--- config.mk ---
export PLATFORM = sky130hd
export DESIGN_NAME = board_specific_top
export DESIGN_NICKNAME = d
export VERILOG_FILES = /design/src/hdl/board_pkg.sv /design/src/hdl/board_specific_top.sv /design/src/hdl/tm1638_board_controller.sv /design/src/hdl/lab_top.sv /design/src/hdl/hex_digit_scanner.sv /design/src/hdl/slow_clk_gen.sv
export VERILOG_INCLUDE_DIRS = /design/src /design/src/hdl
export SDC_FILE = /design/constraint.sdc
export NUM_CORES = 1
export LEC_CHECK = 0
export CAP_MARGIN = 20
export CORE_MARGIN = 2
export CORE_UTILIZATION = 50
export CTS_BUF_LIST = sky130_fd_sc_hd__clkbuf_8 sky130_fd_sc_hd__clkbuf_16
export CTS_CLUSTER_DIAMETER = 200
export DETAILED_ROUTE_END_ITERATION = 8
export DONT_BUFFER_PORTS = 1
export PLACE_DENSITY_LB_ADDON = 0.08
export SETUP_SLACK_MARGIN = 0.3
export SLEW_MARGIN = 20
export SYNTH_ARGS = -nofsm -noshare
export SYNTH_HDL_FRONTEND = slang
export SYNTH_SLANG_ARGS = --single-unit
--- constraint.sdc ---
create_clock -name clk -period 12.6 [get_ports clk]
set_input_delay 0 -clock clk [delete_from_list [all_inputs] [get_ports clk]]
set_output_delay 0 -clock clk [all_outputs]
set_load 0.02 [all_outputs]
--- src/hdl/config.svh ---
`ifndef CONFIG_SVH
`define CONFIG_SVH

// Board clock in MHz and the digit count of the TM1638 module.
`define CLK_MHZ       25
`define TM1638_DIGITS 8

`endif

--- src/hdl/lab_specific_config.svh ---
`ifndef LAB_SPECIFIC_CONFIG_SVH
`define LAB_SPECIFIC_CONFIG_SVH

// Rate of the counting clock used by the lab.
`define SLOW_CLK_HZ 2500

`endif
--- src/hdl/board_pkg.sv ---
package board_pkg;

`include "config.svh"

    // ==========================================================
    // TM1638 geometry
    // ==========================================================

    localparam int tm_digits = `TM1638_DIGITS;
    localparam int tm_keys   = 8;

    // ==========================================================
    // Controller types
    // ==========================================================

    typedef enum logic [2:0]
    {
        idle,
        start,
        shift_byte,
        read_byte,
        stop_gap
    } tm_state_t;

    // Command opcodes of the chip.
    typedef enum logic [7:0]
    {
        cmd_write_auto = 8'h40,
        cmd_read_keys  = 8'h42,
        cmd_address_0  = 8'hC0,
        cmd_display_on = 8'h8F
    } tm_cmd_t;

    // Segment pattern of the scanned digit and its one-hot select.
    typedef struct packed
    {
        logic [7:0] hgfedcba;
        logic [7:0] digit;
    } seg_bus_t;

    typedef struct packed
    {
        logic sio_clk;
        logic sio_stb;
        logic dio_out;
        logic dio_oe;
    } tm_serial_t;

endpackage

--- src/hdl/board_specific_top.sv ---
`timescale 1ns/10ps

`include "config.svh"
`include "lab_specific_config.svh"

module board_specific_top
#(
    parameter int clk_mhz     = `CLK_MHZ,
    parameter int slow_clk_hz = `SLOW_CLK_HZ
)
(
    input  logic       clk,
    input  logic       arst_n,
    input  logic [1:0] sw,
    output logic       sio_clk,
    output logic       sio_stb,
    output logic       sio_dio_out,
    output logic       sio_dio_oe,
    input  logic       sio_dio_in
);

    import board_pkg::*;

    logic                 slow_clk;
    logic [tm_keys-1:0]   keys;
    logic [tm_digits-1:0] led;
    seg_bus_t             lab_seg;
    seg_bus_t             tm_seg;
    tm_serial_t           tm_serial;
    wire  [7:0]           hgfedcba;

    // ==========================================================
    // Counting clock
    // ==========================================================

    slow_clk_gen
    #(
        .fast_clk_mhz (clk_mhz),
        .slow_clk_hz  (slow_clk_hz)
    )
    u_slow_clk_gen
    (
        .clk      (clk),
        .arst_n   (arst_n),
        .slow_clk (slow_clk)
    );

    // ==========================================================
    // Lab design
    // ==========================================================

    lab_top u_lab_top
    (
        .clk      (clk),
        .arst_n   (arst_n),
        .slow_clk (slow_clk),
        .keys     (keys),
        .sw       (sw),
        .led      (led),
        .seg      (lab_seg)
    );

    // The lab puts segment a in bit 7, the chip wants it in bit 0.
    generate
        for (genvar i = 0; i < 8; i++)
        begin : g_seg_reverse
            assign hgfedcba[i] = lab_seg.hgfedcba[7 - i];
        end
    endgenerate

    assign tm_seg = '{hgfedcba: hgfedcba, digit: lab_seg.digit};

    // ==========================================================
    // TM1638 module
    // ==========================================================

    tm1638_board_controller
    #(
        .clk_mhz (clk_mhz)
    )
    u_tm1638
    (
        .clk    (clk),
        .arst_n (arst_n),
        .seg    (tm_seg),
        .led    (led),
        .dio_in (sio_dio_in),
        .serial (tm_serial),
        .keys   (keys)
    );

    // The data pin is split; the pad buffer sits outside this design.
    assign sio_clk     = tm_serial.sio_clk;
    assign sio_stb     = tm_serial.sio_stb;
    assign sio_dio_out = tm_serial.dio_out;
    assign sio_dio_oe  = tm_serial.dio_oe;

endmodule

--- src/hdl/tm1638_board_controller.sv ---
`timescale 1ns/10ps

module tm1638_board_controller
#(
    parameter int clk_mhz = 25
)
(
    input  logic                            clk,
    input  logic                            arst_n,
    input  board_pkg::seg_bus_t             seg,
    input  logic [board_pkg::tm_digits-1:0] led,
    input  logic                            dio_in,
    output board_pkg::tm_serial_t           serial,
    output logic [board_pkg::tm_keys-1:0]   keys
);

    import board_pkg::*;

    // Byte positions within one frame of four transfers.
    localparam int half_period   = (clk_mhz / 2 > 0) ? clk_mhz / 2 : 1;
    localparam int w_div         = (half_period > 1) ? $clog2(half_period) : 1;
    localparam int n_read        = tm_keys / 2;
    localparam int idx_data_last = 2 * tm_digits + 1;
    localparam int idx_disp_on   = idx_data_last + 1;
    localparam int idx_read_cmd  = idx_disp_on + 1;
    localparam int idx_last      = idx_read_cmd + n_read;
    localparam int w_idx         = $clog2(idx_last + 1);

    logic [7:0]           seg_store  [tm_digits];
    logic [7:0]           seg_shadow [tm_digits];
    logic [tm_digits-1:0] led_shadow;
    tm_state_t            state;
    logic [w_div-1:0]     div_cnt;
    logic                 tick;
    logic [3:0]           bit_cnt;
    logic [2:0]           next_bit;
    logic [w_idx-1:0]     byte_idx;
    logic [7:0]           cur_byte;
    logic [7:0]           next_byte;
    logic                 last_of_transfer;
    logic                 next_is_read;
    logic                 frame_end;
    logic [8*n_read-1:0]  key_shift;

    // Byte idx of the frame: commands, then digit and LED pairs.
    function automatic logic [7:0] frame_byte(input logic [w_idx-1:0] idx);
        logic [w_idx-1:0] d;
        d = idx - w_idx'(2);
        if (idx == 0)
            return cmd_write_auto;
        else if (idx == 1)
            return cmd_address_0;
        else if (idx <= idx_data_last)
            return d[0] ? {7'b0, led_shadow[d[$clog2(tm_digits):1]]}
                        : seg_shadow[d[$clog2(tm_digits):1]];
        else if (idx == idx_disp_on)
            return cmd_display_on;
        else if (idx == idx_read_cmd)
            return cmd_read_keys;
        else
            return 8'h00;
    endfunction

    // ==========================================================
    // Segment store and frame snapshot
    // ==========================================================

    always_ff @(posedge clk)
    begin
        for (int i = 0; i < tm_digits; i++)
        begin
            if (seg.digit[i])
                seg_store[i] <= seg.hgfedcba;
        end
        if (tick && state == idle)
        begin
            seg_shadow <= seg_store;
            led_shadow <= led;
        end
    end

    // ==========================================================
    // Serial sequencer
    // ==========================================================

    always_ff @(posedge clk or negedge arst_n)
    begin
        if (!arst_n)
            div_cnt <= '0;
        else
            div_cnt <= tick ? '0 : div_cnt + 1'b1;
    end

    assign tick             = (div_cnt == w_div'(half_period - 1));
    assign next_bit         = bit_cnt[3:1] + 3'd1;
    assign cur_byte         = frame_byte(byte_idx);
    assign next_byte        = frame_byte(byte_idx + 1'b1);
    assign next_is_read     = (byte_idx >= idx_read_cmd);
    assign last_of_transfer = (byte_idx == 0) || (byte_idx == idx_data_last) ||
                              (byte_idx == idx_disp_on) || (byte_idx == idx_last);

    // Even bit_cnt values are the low half of sio_clk, odd ones the high half.
    always_ff @(posedge clk or negedge arst_n)
    begin
        if (!arst_n)
        begin
            state     <= idle;
            bit_cnt   <= '0;
            byte_idx  <= '0;
            frame_end <= 1'b0;
            key_shift <= '0;
            serial    <= '{sio_clk: 1'b1, sio_stb: 1'b1, dio_out: 1'b1, dio_oe: 1'b0};
        end
        else
        begin
            frame_end <= 1'b0;
            if (tick)
            begin
                case (state)
                    idle, start:
                    begin
                        if (state == idle)
                        begin
                            serial.sio_stb <= 1'b0;
                            serial.dio_oe  <= 1'b1;
                            state          <= start;
                        end
                        else
                        begin
                            serial.sio_clk <= 1'b0;
                            serial.dio_out <= cur_byte[0];
                            bit_cnt        <= '0;
                            state          <= shift_byte;
                        end
                    end
                    shift_byte, read_byte:
                    begin
                        if (!bit_cnt[0])
                        begin
                            // The chip changes dio on the falling edge.
                            serial.sio_clk <= 1'b1;
                            bit_cnt        <= bit_cnt + 1'b1;
                            if (state == read_byte)
                                key_shift <= {dio_in, key_shift[8*n_read-1:1]};
                        end
                        else if (bit_cnt != 4'd15)
                        begin
                            serial.sio_clk <= 1'b0;
                            serial.dio_out <= cur_byte[next_bit];
                            bit_cnt        <= bit_cnt + 1'b1;
                        end
                        else if (last_of_transfer)
                        begin
                            serial.sio_stb <= 1'b1;
                            serial.dio_oe  <= 1'b0;
                            bit_cnt        <= '0;
                            state          <= stop_gap;
                            frame_end      <= (byte_idx == idx_last);
                            byte_idx       <= (byte_idx == idx_last) ? '0 : byte_idx + 1'b1;
                        end
                        else
                        begin
                            serial.sio_clk <= 1'b0;
                            serial.dio_out <= next_byte[0];
                            serial.dio_oe  <= !next_is_read;
                            bit_cnt        <= '0;
                            byte_idx       <= byte_idx + 1'b1;
                            state          <= next_is_read ? read_byte : shift_byte;
                        end
                    end
                    default:
                    begin
                        // Strobe stays high for eight half periods.
                        bit_cnt <= bit_cnt + 1'b1;
                        if (bit_cnt == 4'd7)
                        begin
                            bit_cnt <= '0;
                            if (byte_idx == 0)
                            begin
                                state <= idle;
                            end
                            else
                            begin
                                serial.sio_stb <= 1'b0;
                                serial.dio_oe  <= 1'b1;
                                state          <= start;
                            end
                        end
                    end
                endcase
            end
        end
    end

    // Read byte i carries key 2i in bit 0 and key 2i+1 in bit 4.
    always_ff @(posedge clk or negedge arst_n)
    begin
        if (!arst_n)
            keys <= '0;
        else if (frame_end)
        begin
            for (int i = 0; i < n_read; i++)
            begin
                keys[2*i]   <= key_shift[8*i];
                keys[2*i+1] <= key_shift[8*i+4];
            end
        end
    end

    a_clk_in_transfer: assert property (@(posedge clk) disable iff (!arst_n)
        $changed(serial.sio_clk) |-> !serial.sio_stb && !$past(serial.sio_stb));

    a_read_released: assert property (@(posedge clk) disable iff (!arst_n)
        (state == read_byte) |-> !serial.dio_oe);

endmodule

--- src/hdl/lab_top.sv ---
`timescale 1ns/10ps

module lab_top
(
    input  logic                            clk,
    input  logic                            arst_n,
    input  logic                            slow_clk,
    input  logic [board_pkg::tm_keys-1:0]   keys,
    input  logic [1:0]                      sw,
    output logic [board_pkg::tm_digits-1:0] led,
    output board_pkg::seg_bus_t             seg
);

    import board_pkg::*;

    logic [31:0]        count;
    logic               slow_clk_q;
    logic [tm_keys-1:0] keys_q;
    logic               slow_rise;
    logic               key_step;
    logic               step;
    logic               clear;

    // ==========================================================
    // Edge detection
    // ==========================================================

    // The slow clock is a plain register output in the clk domain,
    // so it is sampled like any other signal.
    always_ff @(posedge clk or negedge arst_n)
    begin
        if (!arst_n)
        begin
            slow_clk_q <= 1'b0;
            keys_q     <= '0;
        end
        else
        begin
            slow_clk_q <= slow_clk;
            keys_q     <= keys;
        end
    end

    assign slow_rise = slow_clk & ~slow_clk_q;
    assign key_step  = keys[0] & ~keys_q[0];
    assign step      = (sw[0] & slow_rise) | key_step;
    assign clear     = keys[tm_keys-1];

    // ==========================================================
    // Counter
    // ==========================================================

    always_ff @(posedge clk or negedge arst_n)
    begin
        if (!arst_n)
            count <= '0;
        else if (clear)
            count <= '0;
        else if (step)
            count <= sw[1] ? count - 1'b1 : count + 1'b1;
    end

    assign led = count[tm_digits-1:0];

    hex_digit_scanner u_scanner
    (
        .clk    (clk),
        .arst_n (arst_n),
        .value  (count),
        .seg    (seg)
    );

endmodule

--- src/hdl/hex_digit_scanner.sv ---
`timescale 1ns/10ps

module hex_digit_scanner
(
    input  logic                clk,
    input  logic                arst_n,
    input  logic [31:0]         value,
    output board_pkg::seg_bus_t seg
);

    import board_pkg::*;

    logic [tm_digits-1:0] digit;
    logic [3:0]           nibble;
    logic [7:0]           abcdefgh;

    // The select walks from digit 0 upward, one digit per clock.
    always_ff @(posedge clk or negedge arst_n)
    begin
        if (!arst_n)
            digit <= tm_digits'(1);
        else
            digit <= {digit[tm_digits-2:0], digit[tm_digits-1]};
    end

    always_comb
    begin
        nibble = '0;
        for (int i = 0; i < tm_digits; i++)
        begin
            if (digit[i])
                nibble = nibble | value[4*i +: 4];
        end
    end

    // Segment a sits in bit 7, the point h in bit 0 and stays dark.
    always_comb
    begin
        case (nibble)
            4'h0: abcdefgh = 8'b1111_1100;
            4'h1: abcdefgh = 8'b0110_0000;
            4'h2: abcdefgh = 8'b1101_1010;
            4'h3: abcdefgh = 8'b1111_0010;
            4'h4: abcdefgh = 8'b0110_0110;
            4'h5: abcdefgh = 8'b1011_0110;
            4'h6: abcdefgh = 8'b1011_1110;
            4'h7: abcdefgh = 8'b1110_0000;
            4'h8: abcdefgh = 8'b1111_1110;
            4'h9: abcdefgh = 8'b1111_0110;
            4'hA: abcdefgh = 8'b1110_1110;
            4'hB: abcdefgh = 8'b0011_1110;
            4'hC: abcdefgh = 8'b1001_1100;
            4'hD: abcdefgh = 8'b0111_1010;
            4'hE: abcdefgh = 8'b1001_1110;
            default: abcdefgh = 8'b1000_1110;
        endcase
    end

    // On the lab side the segment field still carries abcdefgh order.
    // The board top flips it before it reaches the controller.
    assign seg = '{hgfedcba: abcdefgh, digit: digit};

    a_digit_onehot: assert property (@(posedge clk) disable iff (!arst_n)
        $onehot(digit));

endmodule

--- src/hdl/slow_clk_gen.sv ---
`timescale 1ns/10ps

module slow_clk_gen
#(
    parameter int fast_clk_mhz = 25,
    parameter int slow_clk_hz  = 2500
)
(
    input  logic clk,
    input  logic arst_n,
    output logic slow_clk
);

    // Number of fast clock cycles between two slow_clk edges.
    localparam int half_period = fast_clk_mhz * 1000000 / (2 * slow_clk_hz);
    localparam int w_cnt       = (half_period > 1) ? $clog2(half_period) : 1;

    logic [w_cnt-1:0] cnt;

    always_ff @(posedge clk or negedge arst_n)
    begin
        if (!arst_n)
        begin
            cnt      <= '0;
            slow_clk <= 1'b0;
        end
        else if (cnt == w_cnt'(half_period - 1))
        begin
            cnt      <= '0;
            slow_clk <= ~slow_clk;
        end
        else
        begin
            cnt <= cnt + 1'b1;
        end
    end

    a_half_period_valid: assert property (@(posedge clk) disable iff (!arst_n)
        half_period >= 1);

endmodule

==> metrics, run 1 <==
status finished clean; Die Height 154 µm; CP startpoint kind flip-flop; Root Driver clkbuf_16; leakage 4.91 nW; share of total power in combinational logic 4.4%; Netlist cell types 71; Std-Cell Rows 54; Syn Area/Cell 12.4 µm²; vias in the first global route 7,200; fin crit period 3690 ps; Cell Chain, Critical Path buf_4, inv_1, ha_1, inv_1, ha_1, xor3_1, mux2_1, nor3_1, a31oi_1, a32oi_1, nor3b_1, o32a_1; top_reg_cell synth edfxtp_1; Sw Ratio 21.2%; Slowest-stage cell, CP xor3_1; DR vias 7,307; clk slew on worst S/H paths 60 ps; top cells by area, synth edfxtp_1, dfrtp_1, ha_1, mux2_2, nand2_1; share of cells above drive strength 1 11.5%; largest stage delay on the critical path 580 ps; first-pass GRT wire length 38,100 µm; Die X 154 µm; CTS Buf Count 26; post-route cell area 12,400 µm²; Power per Cell Area 130 nW/µm²; reported max-cap violation count 0; register area share after synthesis 57.0%; Final nets 969; min-delay src sw[1]; most frequent cells in the layout edfxtp_1, dfrtp_1, nand2_1, nor2_1; grt ovf 0; slew margin rel. 36.0%; period utilisation layout 29.3%; WL per Instance 19.1 µm; Skew-Pair Late Insertion Delay 520 ps; Worst-Margin Slew 952 ps; Post-synth EDFFs 120; NetSw 342 µW; #FFs+latches synth 231; Initial Util 51.2%; CTS tree built; crit path launch u_tm1638.byte_idx[1]; Internal Pwr Total 1.27 mW; Synthesized Nets 963; commonest non-fill, non-tap cell in the layout edfxtp_1; Routed Antenna Nets 0; Post-Layout Cell Count 1,210; Data arrival, critical path 4130 ps; RSZ-0062 raised after global routing false; Via-to-Cell Ratio 6.04; H-tree levels 1; hpwl dp 14,900 µm; crit end category flip-flop; Final Max Tran Viols 0; Mapped Area 11,200 µm²; sequential share of power 49.4%; Yosys top cell by area edfxtp_1; violation count after the first detailed-route iteration 548; synth-to-layout area growth 10.6%; reg2reg start u_tm1638.byte_idx[1]; setup TNS 0 ps; clock tree sinks 231; post-synth top area share 32.1%; Port Buffers 0; Max Root-Sink Buffers 3; hold crit path type input pin to flip-flop; Global Route Usage Sum 19.8%; Fillers 1,774; required time worst endpoint 13,040 ps; # resized after CTS 0; Residual DRC 0; fmax 271 MHz; Clk network pwr share 46.2%; final weighted congestion in routability-driven placement 0.883; Top Ports 9; DP Area 11,500 µm²; largest fanout on the critical path 23; ys async rst share 48.1%; Finish-stage setup viols 0; Core Box Area 21,900 µm²; drt first pass iters 5; Syn. warnings 0; Final Hold Viols 0; Worst Skew 9.30 ps; cell family with the largest share of critical-path delay compound AO/OA/AOI/OAI gates; initial antenna violation count 0; Antenna Cells 0; dpl cells 1,158; largest net degree at the start of global routing 112; critical path class flip-flop to flip-flop; WP buf/inv 3; VDD IR max 0.000106 V; DRT Wirelength 23,100 µm; Synth Instances 904; DIE AREA 23,600 µm²
## area by class of cell
cell class                      count  area [µm²]  share of cell area, %
Timing Repair Buffer               10         113                  0.908
Clock inverter                     17         136                   1.10
Sequential cell                   231        6390                   51.5
Multi-Input combinational cell    619        4600                   37.1
Inverter                           22        82.6                  0.666
Clock buffer                       31         731                   5.89
Tap cell                          280         350                   2.83
## what timing repair did
item / in CTS / in global routing
endpoints found under the hold margin: 138 / 0
hold buffers: 4 / 0
setup buffers: 0 / 0
## flip-flops by register name, indices dropped and copies added, names as in the netlist, 2 cells and up
| signal | cells |
|---|---|
| u_tm1638.serial | 4 |
| u_tm1638.led_shadow | 8 |
| u_tm1638.div_cnt | 4 |
| u_lab_top.u_scanner.digit | 8 |
| u_tm1638.keys | 2 |
| u_tm1638.key_shift | 32 |
| u_lab_top.count | 32 |
| u_tm1638.seg_store | 56 |
| u_tm1638.seg_shadow | 56 |
| u_tm1638.byte_idx | 5 |
| u_tm1638.state | 3 |
| u_slow_clk_gen.cnt | 13 |
| u_tm1638.bit_cnt | 4 |
## logic make-up (layout without fill, tap and decap cells)
logic type	count (synthesis)	in the layout	share of synthesized area, %
AO/OA/AOI/OAI	207	207	12.1
XOR/XNOR	34	34	2.86
adder cells (fa/ha/maj)	54	54	6.09
buffers and inverters	54	80	2.12
flip-flops	231	231	57.0
multiplexers	68	68	8.79
AND/OR/NAND/NOR	256	256	11.1
## power by group through the flow
| stage | combinational, mW | sequential, mW | clock, mW |
|---|---|---|---|
| final | 0.0711 | 0.798 | 0.745 |
| after global routing | 0.0811 | 0.798 | 0.795 |
| after CTS | 0.0714 | 0.798 | 0.762 |
| after detailed placement | 0.0590 | 0.813 | 0 |
| after global placement | 0.0575 | 0.813 | 0 |
| after floorplan | 0.0493 | 0.810 | 0 |
## path summary, 6_finish.rpt
path                                                      to  slack [ps]  depth (start not counted)
worst max register to register            u_tm1638.serial[1]        8910                         12
min in group asynchronous               u_tm1638.byte_idx[2]          70                          2
worst min register to register           u_lab_top.keys_q[0]         380                          0
max in group asynchronous       u_lab_top.u_scanner.digit[7]       12010                          2
worst min-delay path                      u_lab_top.count[4]          30                          5
worst max-delay path                      u_tm1638.serial[1]        8910                         12
## through the flow
step                      utilization (%)  hold slack [ps]  total power, mW  setup slack, ps
after detailed placement             52.4             -288            0.872             8990
after global routing                 56.6             57.5             1.67             8740
final                                56.6             33.2             1.61             8910
after floorplan                         -             -296            0.859             5010
after CTS                            56.6             15.4             1.63             8990
after global placement               52.4             -289            0.870             9130
## Yosys cell counts, drive strengths merged (4+ instances only)
master  count
a211oi      9
a21boi      4
a21o       18
a21oi      53
a22oi      20
a31oi       9
and3        4
and4        4
buf        11
clkbuf     21
dfrtp     107
dfstp       4
edfxtp    120
ha         53
inv        22
mux2       40
mux2i      10
mux4       18
nand2      76
nand2b      5
nand3      34
nand3b      4
nand4      21
nor2       59
nor2b       7
nor3       13
nor4        7
nor4b       4
o21ai      43
o21bai      8
o31ai       8
or4         6
xnor2      21
xor2       12
## per-layer routing
metal / part of all wire, % / vias up / wire [µm] / global-route usage, %
li1: - / 3467 / - / -
met1: 47 / 3667 / 10700 / 28.2
met2: 48 / 140 / 11100 / 32.4
met3: 3.4 / 33 / 797 / 2.51
met4: 2.1 / 0 / 490 / 5.16
met5: 0 / - / 0 / 0
## worst register-to-register path: cells and delay by family (launching register included)
family / cells / cell delay (ps)
mux: 1 / 370
xor+xnor: 1 / 580
compound gates: 3 / 750
flops: 1 / 320
simple gates: 2 / 260
fa+ha+maj: 2 / 630
buf+inv: 3 / 690
(Power assumes the default switching activity.)
==> run 2, diff against run 1 <==
==> constraint.sdc (replaced) <==
create_clock -name clk -period 3.8 [get_ports clk]
set_input_delay 0 -clock clk [delete_from_list [all_inputs] [get_ports clk]]
set_output_delay 0 -clock clk [all_outputs]
set_load 0.02 [all_outputs]
==> run 2 against run 1 <==
Utilization up 0.17 points. Largest cell class unchanged. Sequential share of layout area down 0.16 points. Critical endpoint unchanged. Die area unchanged. Global-route usage up 0.23 points. Worst setup slack worse by 8400 ps. Register-to-register slack worse by 8400 ps. Largest power group unchanged.
==> metrics, run 2 (same netlist as run 1, synthesis figures left out) <==
Largest regs u_tm1638.seg_shadow (56), u_tm1638.seg_store (56); NetSw 1.13 mW (+230%); Core Box Area 21,900 µm² (unchanged); Global Route Usage Sum 20.0% (+0.23 points); Sw Ratio 21.5% (+0.36 points); hold crit path type input pin to flip-flop; CP startpoint kind flip-flop; # Post-CTS Setup Buffers 0 (unchanged); CTS tree built; RSZ-0062 raised after global routing false; top layer reached by signal wires met4; VDD IR max 0.000372 V (+250%); sequential share of power 50.5% (+1.1 points); Post-Layout Cell Count 1,218 (+0.66%); post-route cell area 12,400 µm² (+0.30%); reported max-cap violation count 0 (unchanged); slew margin rel. 40.0% (+4.0 points); initial antenna violation count 0 (unchanged); total power 5.24 mW (+220%); Place WS 485 ps (-8510 ps); Antenna Cells 0 (unchanged); status finished clean; final core occ 56.8% (+0.17 points); largest fanout on the critical path 8 (-65%); DR vias 7,309 (+0.027%); H-tree levels 1 (unchanged); DRT Wirelength 23,300 µm (+0.68%); period utilisation layout 85.6% (+56 points); fmax 307 MHz (+13%); first-pass GRT wire length 38,400 µm (+0.96%); setup TNS 0 ps (unchanged); Met3 Wirelength 1060 µm (+33%); most frequent cells in the layout edfxtp_1, dfrtp_1, nand2_1, nor2_1; Die Height 154 µm (unchanged); Die X 154 µm (unchanged); CTS Buf Count 25 (-3.8%); Final WS setup 546 ps (-8360 ps); Worst-Margin Slew 892 ps (-60.4 ps); clk slew on worst S/H paths 60 ps (about the same); crit path launch u_tm1638.byte_idx[1]; share of cells above drive strength 1 12.5% (+0.97 points); hold slack 37.3 ps (+4.06 ps); final weighted congestion in routability-driven placement 0.896 (+1.5%); Clk network pwr share 45.0% (-1.2 points); Residual DRC 0 (unchanged); Fillers 1,801 (+1.5%); clock tree sinks 231 (unchanged); required time worst endpoint 4240 ps (-8800 ps); synth-to-layout area growth 10.9%; Port Buffers 0 (unchanged); Final Max Tran Viols 0 (unchanged); Worst Skew 15.2 ps (+5.93 ps); vias in the first global route 7,397 (+2.7%); DP Area 11,500 µm² (+0.73%); violation count after the first detailed-route iteration 473 (-14%); share of total power in combinational logic 4.5% (about the same); Data arrival, critical path 3700 ps (-430 ps); Internal Pwr Total 4.11 mW (+220%); dpl cells 1,168 (+0.86%); critical path class flip-flop to flip-flop; met1 wire length 10,300 µm (-3.9%); Final Hold Viols 0 (unchanged); Via-to-Cell Ratio 6.00 (-0.63%); reg2reg start u_tm1638.byte_idx[1]; WL per Instance 19.1 µm (about the same); drt first pass iters 5 (unchanged); Max Root-Sink Buffers 3 (unchanged); leakage 4.93 nW (+0.55%); hpwl dp 15,200 µm (+1.7%); Met2 Routed Length 11,200 µm (+1.2%); Finish-stage setup viols 0 (unchanged); Skew-Pair Late Insertion Delay 520 ps (about the same); commonest non-fill, non-tap cell in the layout edfxtp_1; Initial Util 51.2% (unchanged); largest net degree at the start of global routing 112 (unchanged); Top Ports 9 (unchanged); Std-Cell Rows 54 (unchanged); DIE AREA 23,600 µm² (unchanged); grt ovf 0 (unchanged); Power per Cell Area 421 nW/µm² (+220%); Routed Antenna Nets 0 (unchanged); Final nets 978 (+0.93%); Root Driver clkbuf_16; crit end category flip-flop; fin crit period 3250 ps (-436 ps); min-delay src sw[1]
[run 2: changes by cell type in the layout (fill, tap and decap cells not counted), sizes merged]
cell | previous run | this run
buf | 8 | 18
bufinv | 2 | 1
clkbuf | 31 | 30
clkinv | 6 | 7
inv | 30 | 29
[run 2: timing repair]
action,4_1_cts,5_1_grt
hold endpoints to repair,138,0
hold buffers,4,0
endpoints found under the setup margin,0,1
gates resized for setup,0,1
[run 2: critical path, stage by stage (launching register included)]
cell and delay [ps]:
dfrtp_1 480, inv_1 170, ha_1 390, inv_1 130, ha_1 240, xor3_2 520
mux2_4 340, o311a_1 280, a32oi_1 170, nor3b_1 100, o32a_1 350
[run 2: metal layers]
layer  vias up  global-route usage, %
li1       3486                      -
met1      3593                   26.9
met2       186                   33.4
met3        44                   3.13
met4         0                   6.64
met5         -                      0
[run 2: layout make-up]
class                   count  area (µm²)  area share (%)
clock inverters            16         114           0.916
well taps                 280         350            2.82
inverters                  22        82.6           0.664
repair buffers             20         188            1.51
multi-input cells         619        4610            37.1
clock buffers              30         706            5.67
flip-flops and latches    231        6390            51.4
[run 2: worst paths after layout]
kind	end	slack, ps	depth (start not counted)
setup / recovery	u_tm1638.serial[1]	550	10
hold / removal	u_lab_top.count[4]	40	5
setup reg to reg	u_tm1638.serial[1]	550	10
hold reg to reg	u_lab_top.keys_q[0]	380	0
max in group asynchronous	u_lab_top.count[24]	3220	2
min in group asynchronous	u_tm1638.byte_idx[1]	120	2
[run 2: power by group through the flow]
stage                     Sequential (mW)  Clock [mW]  Combinational [mW]
after CTS                            2.64        2.43               0.236
after global routing                 2.64        2.52               0.267
after detailed placement             2.69           0               0.196
after floorplan                      2.69           0               0.163
after global placement               2.69           0               0.190
final                                2.64        2.36               0.236
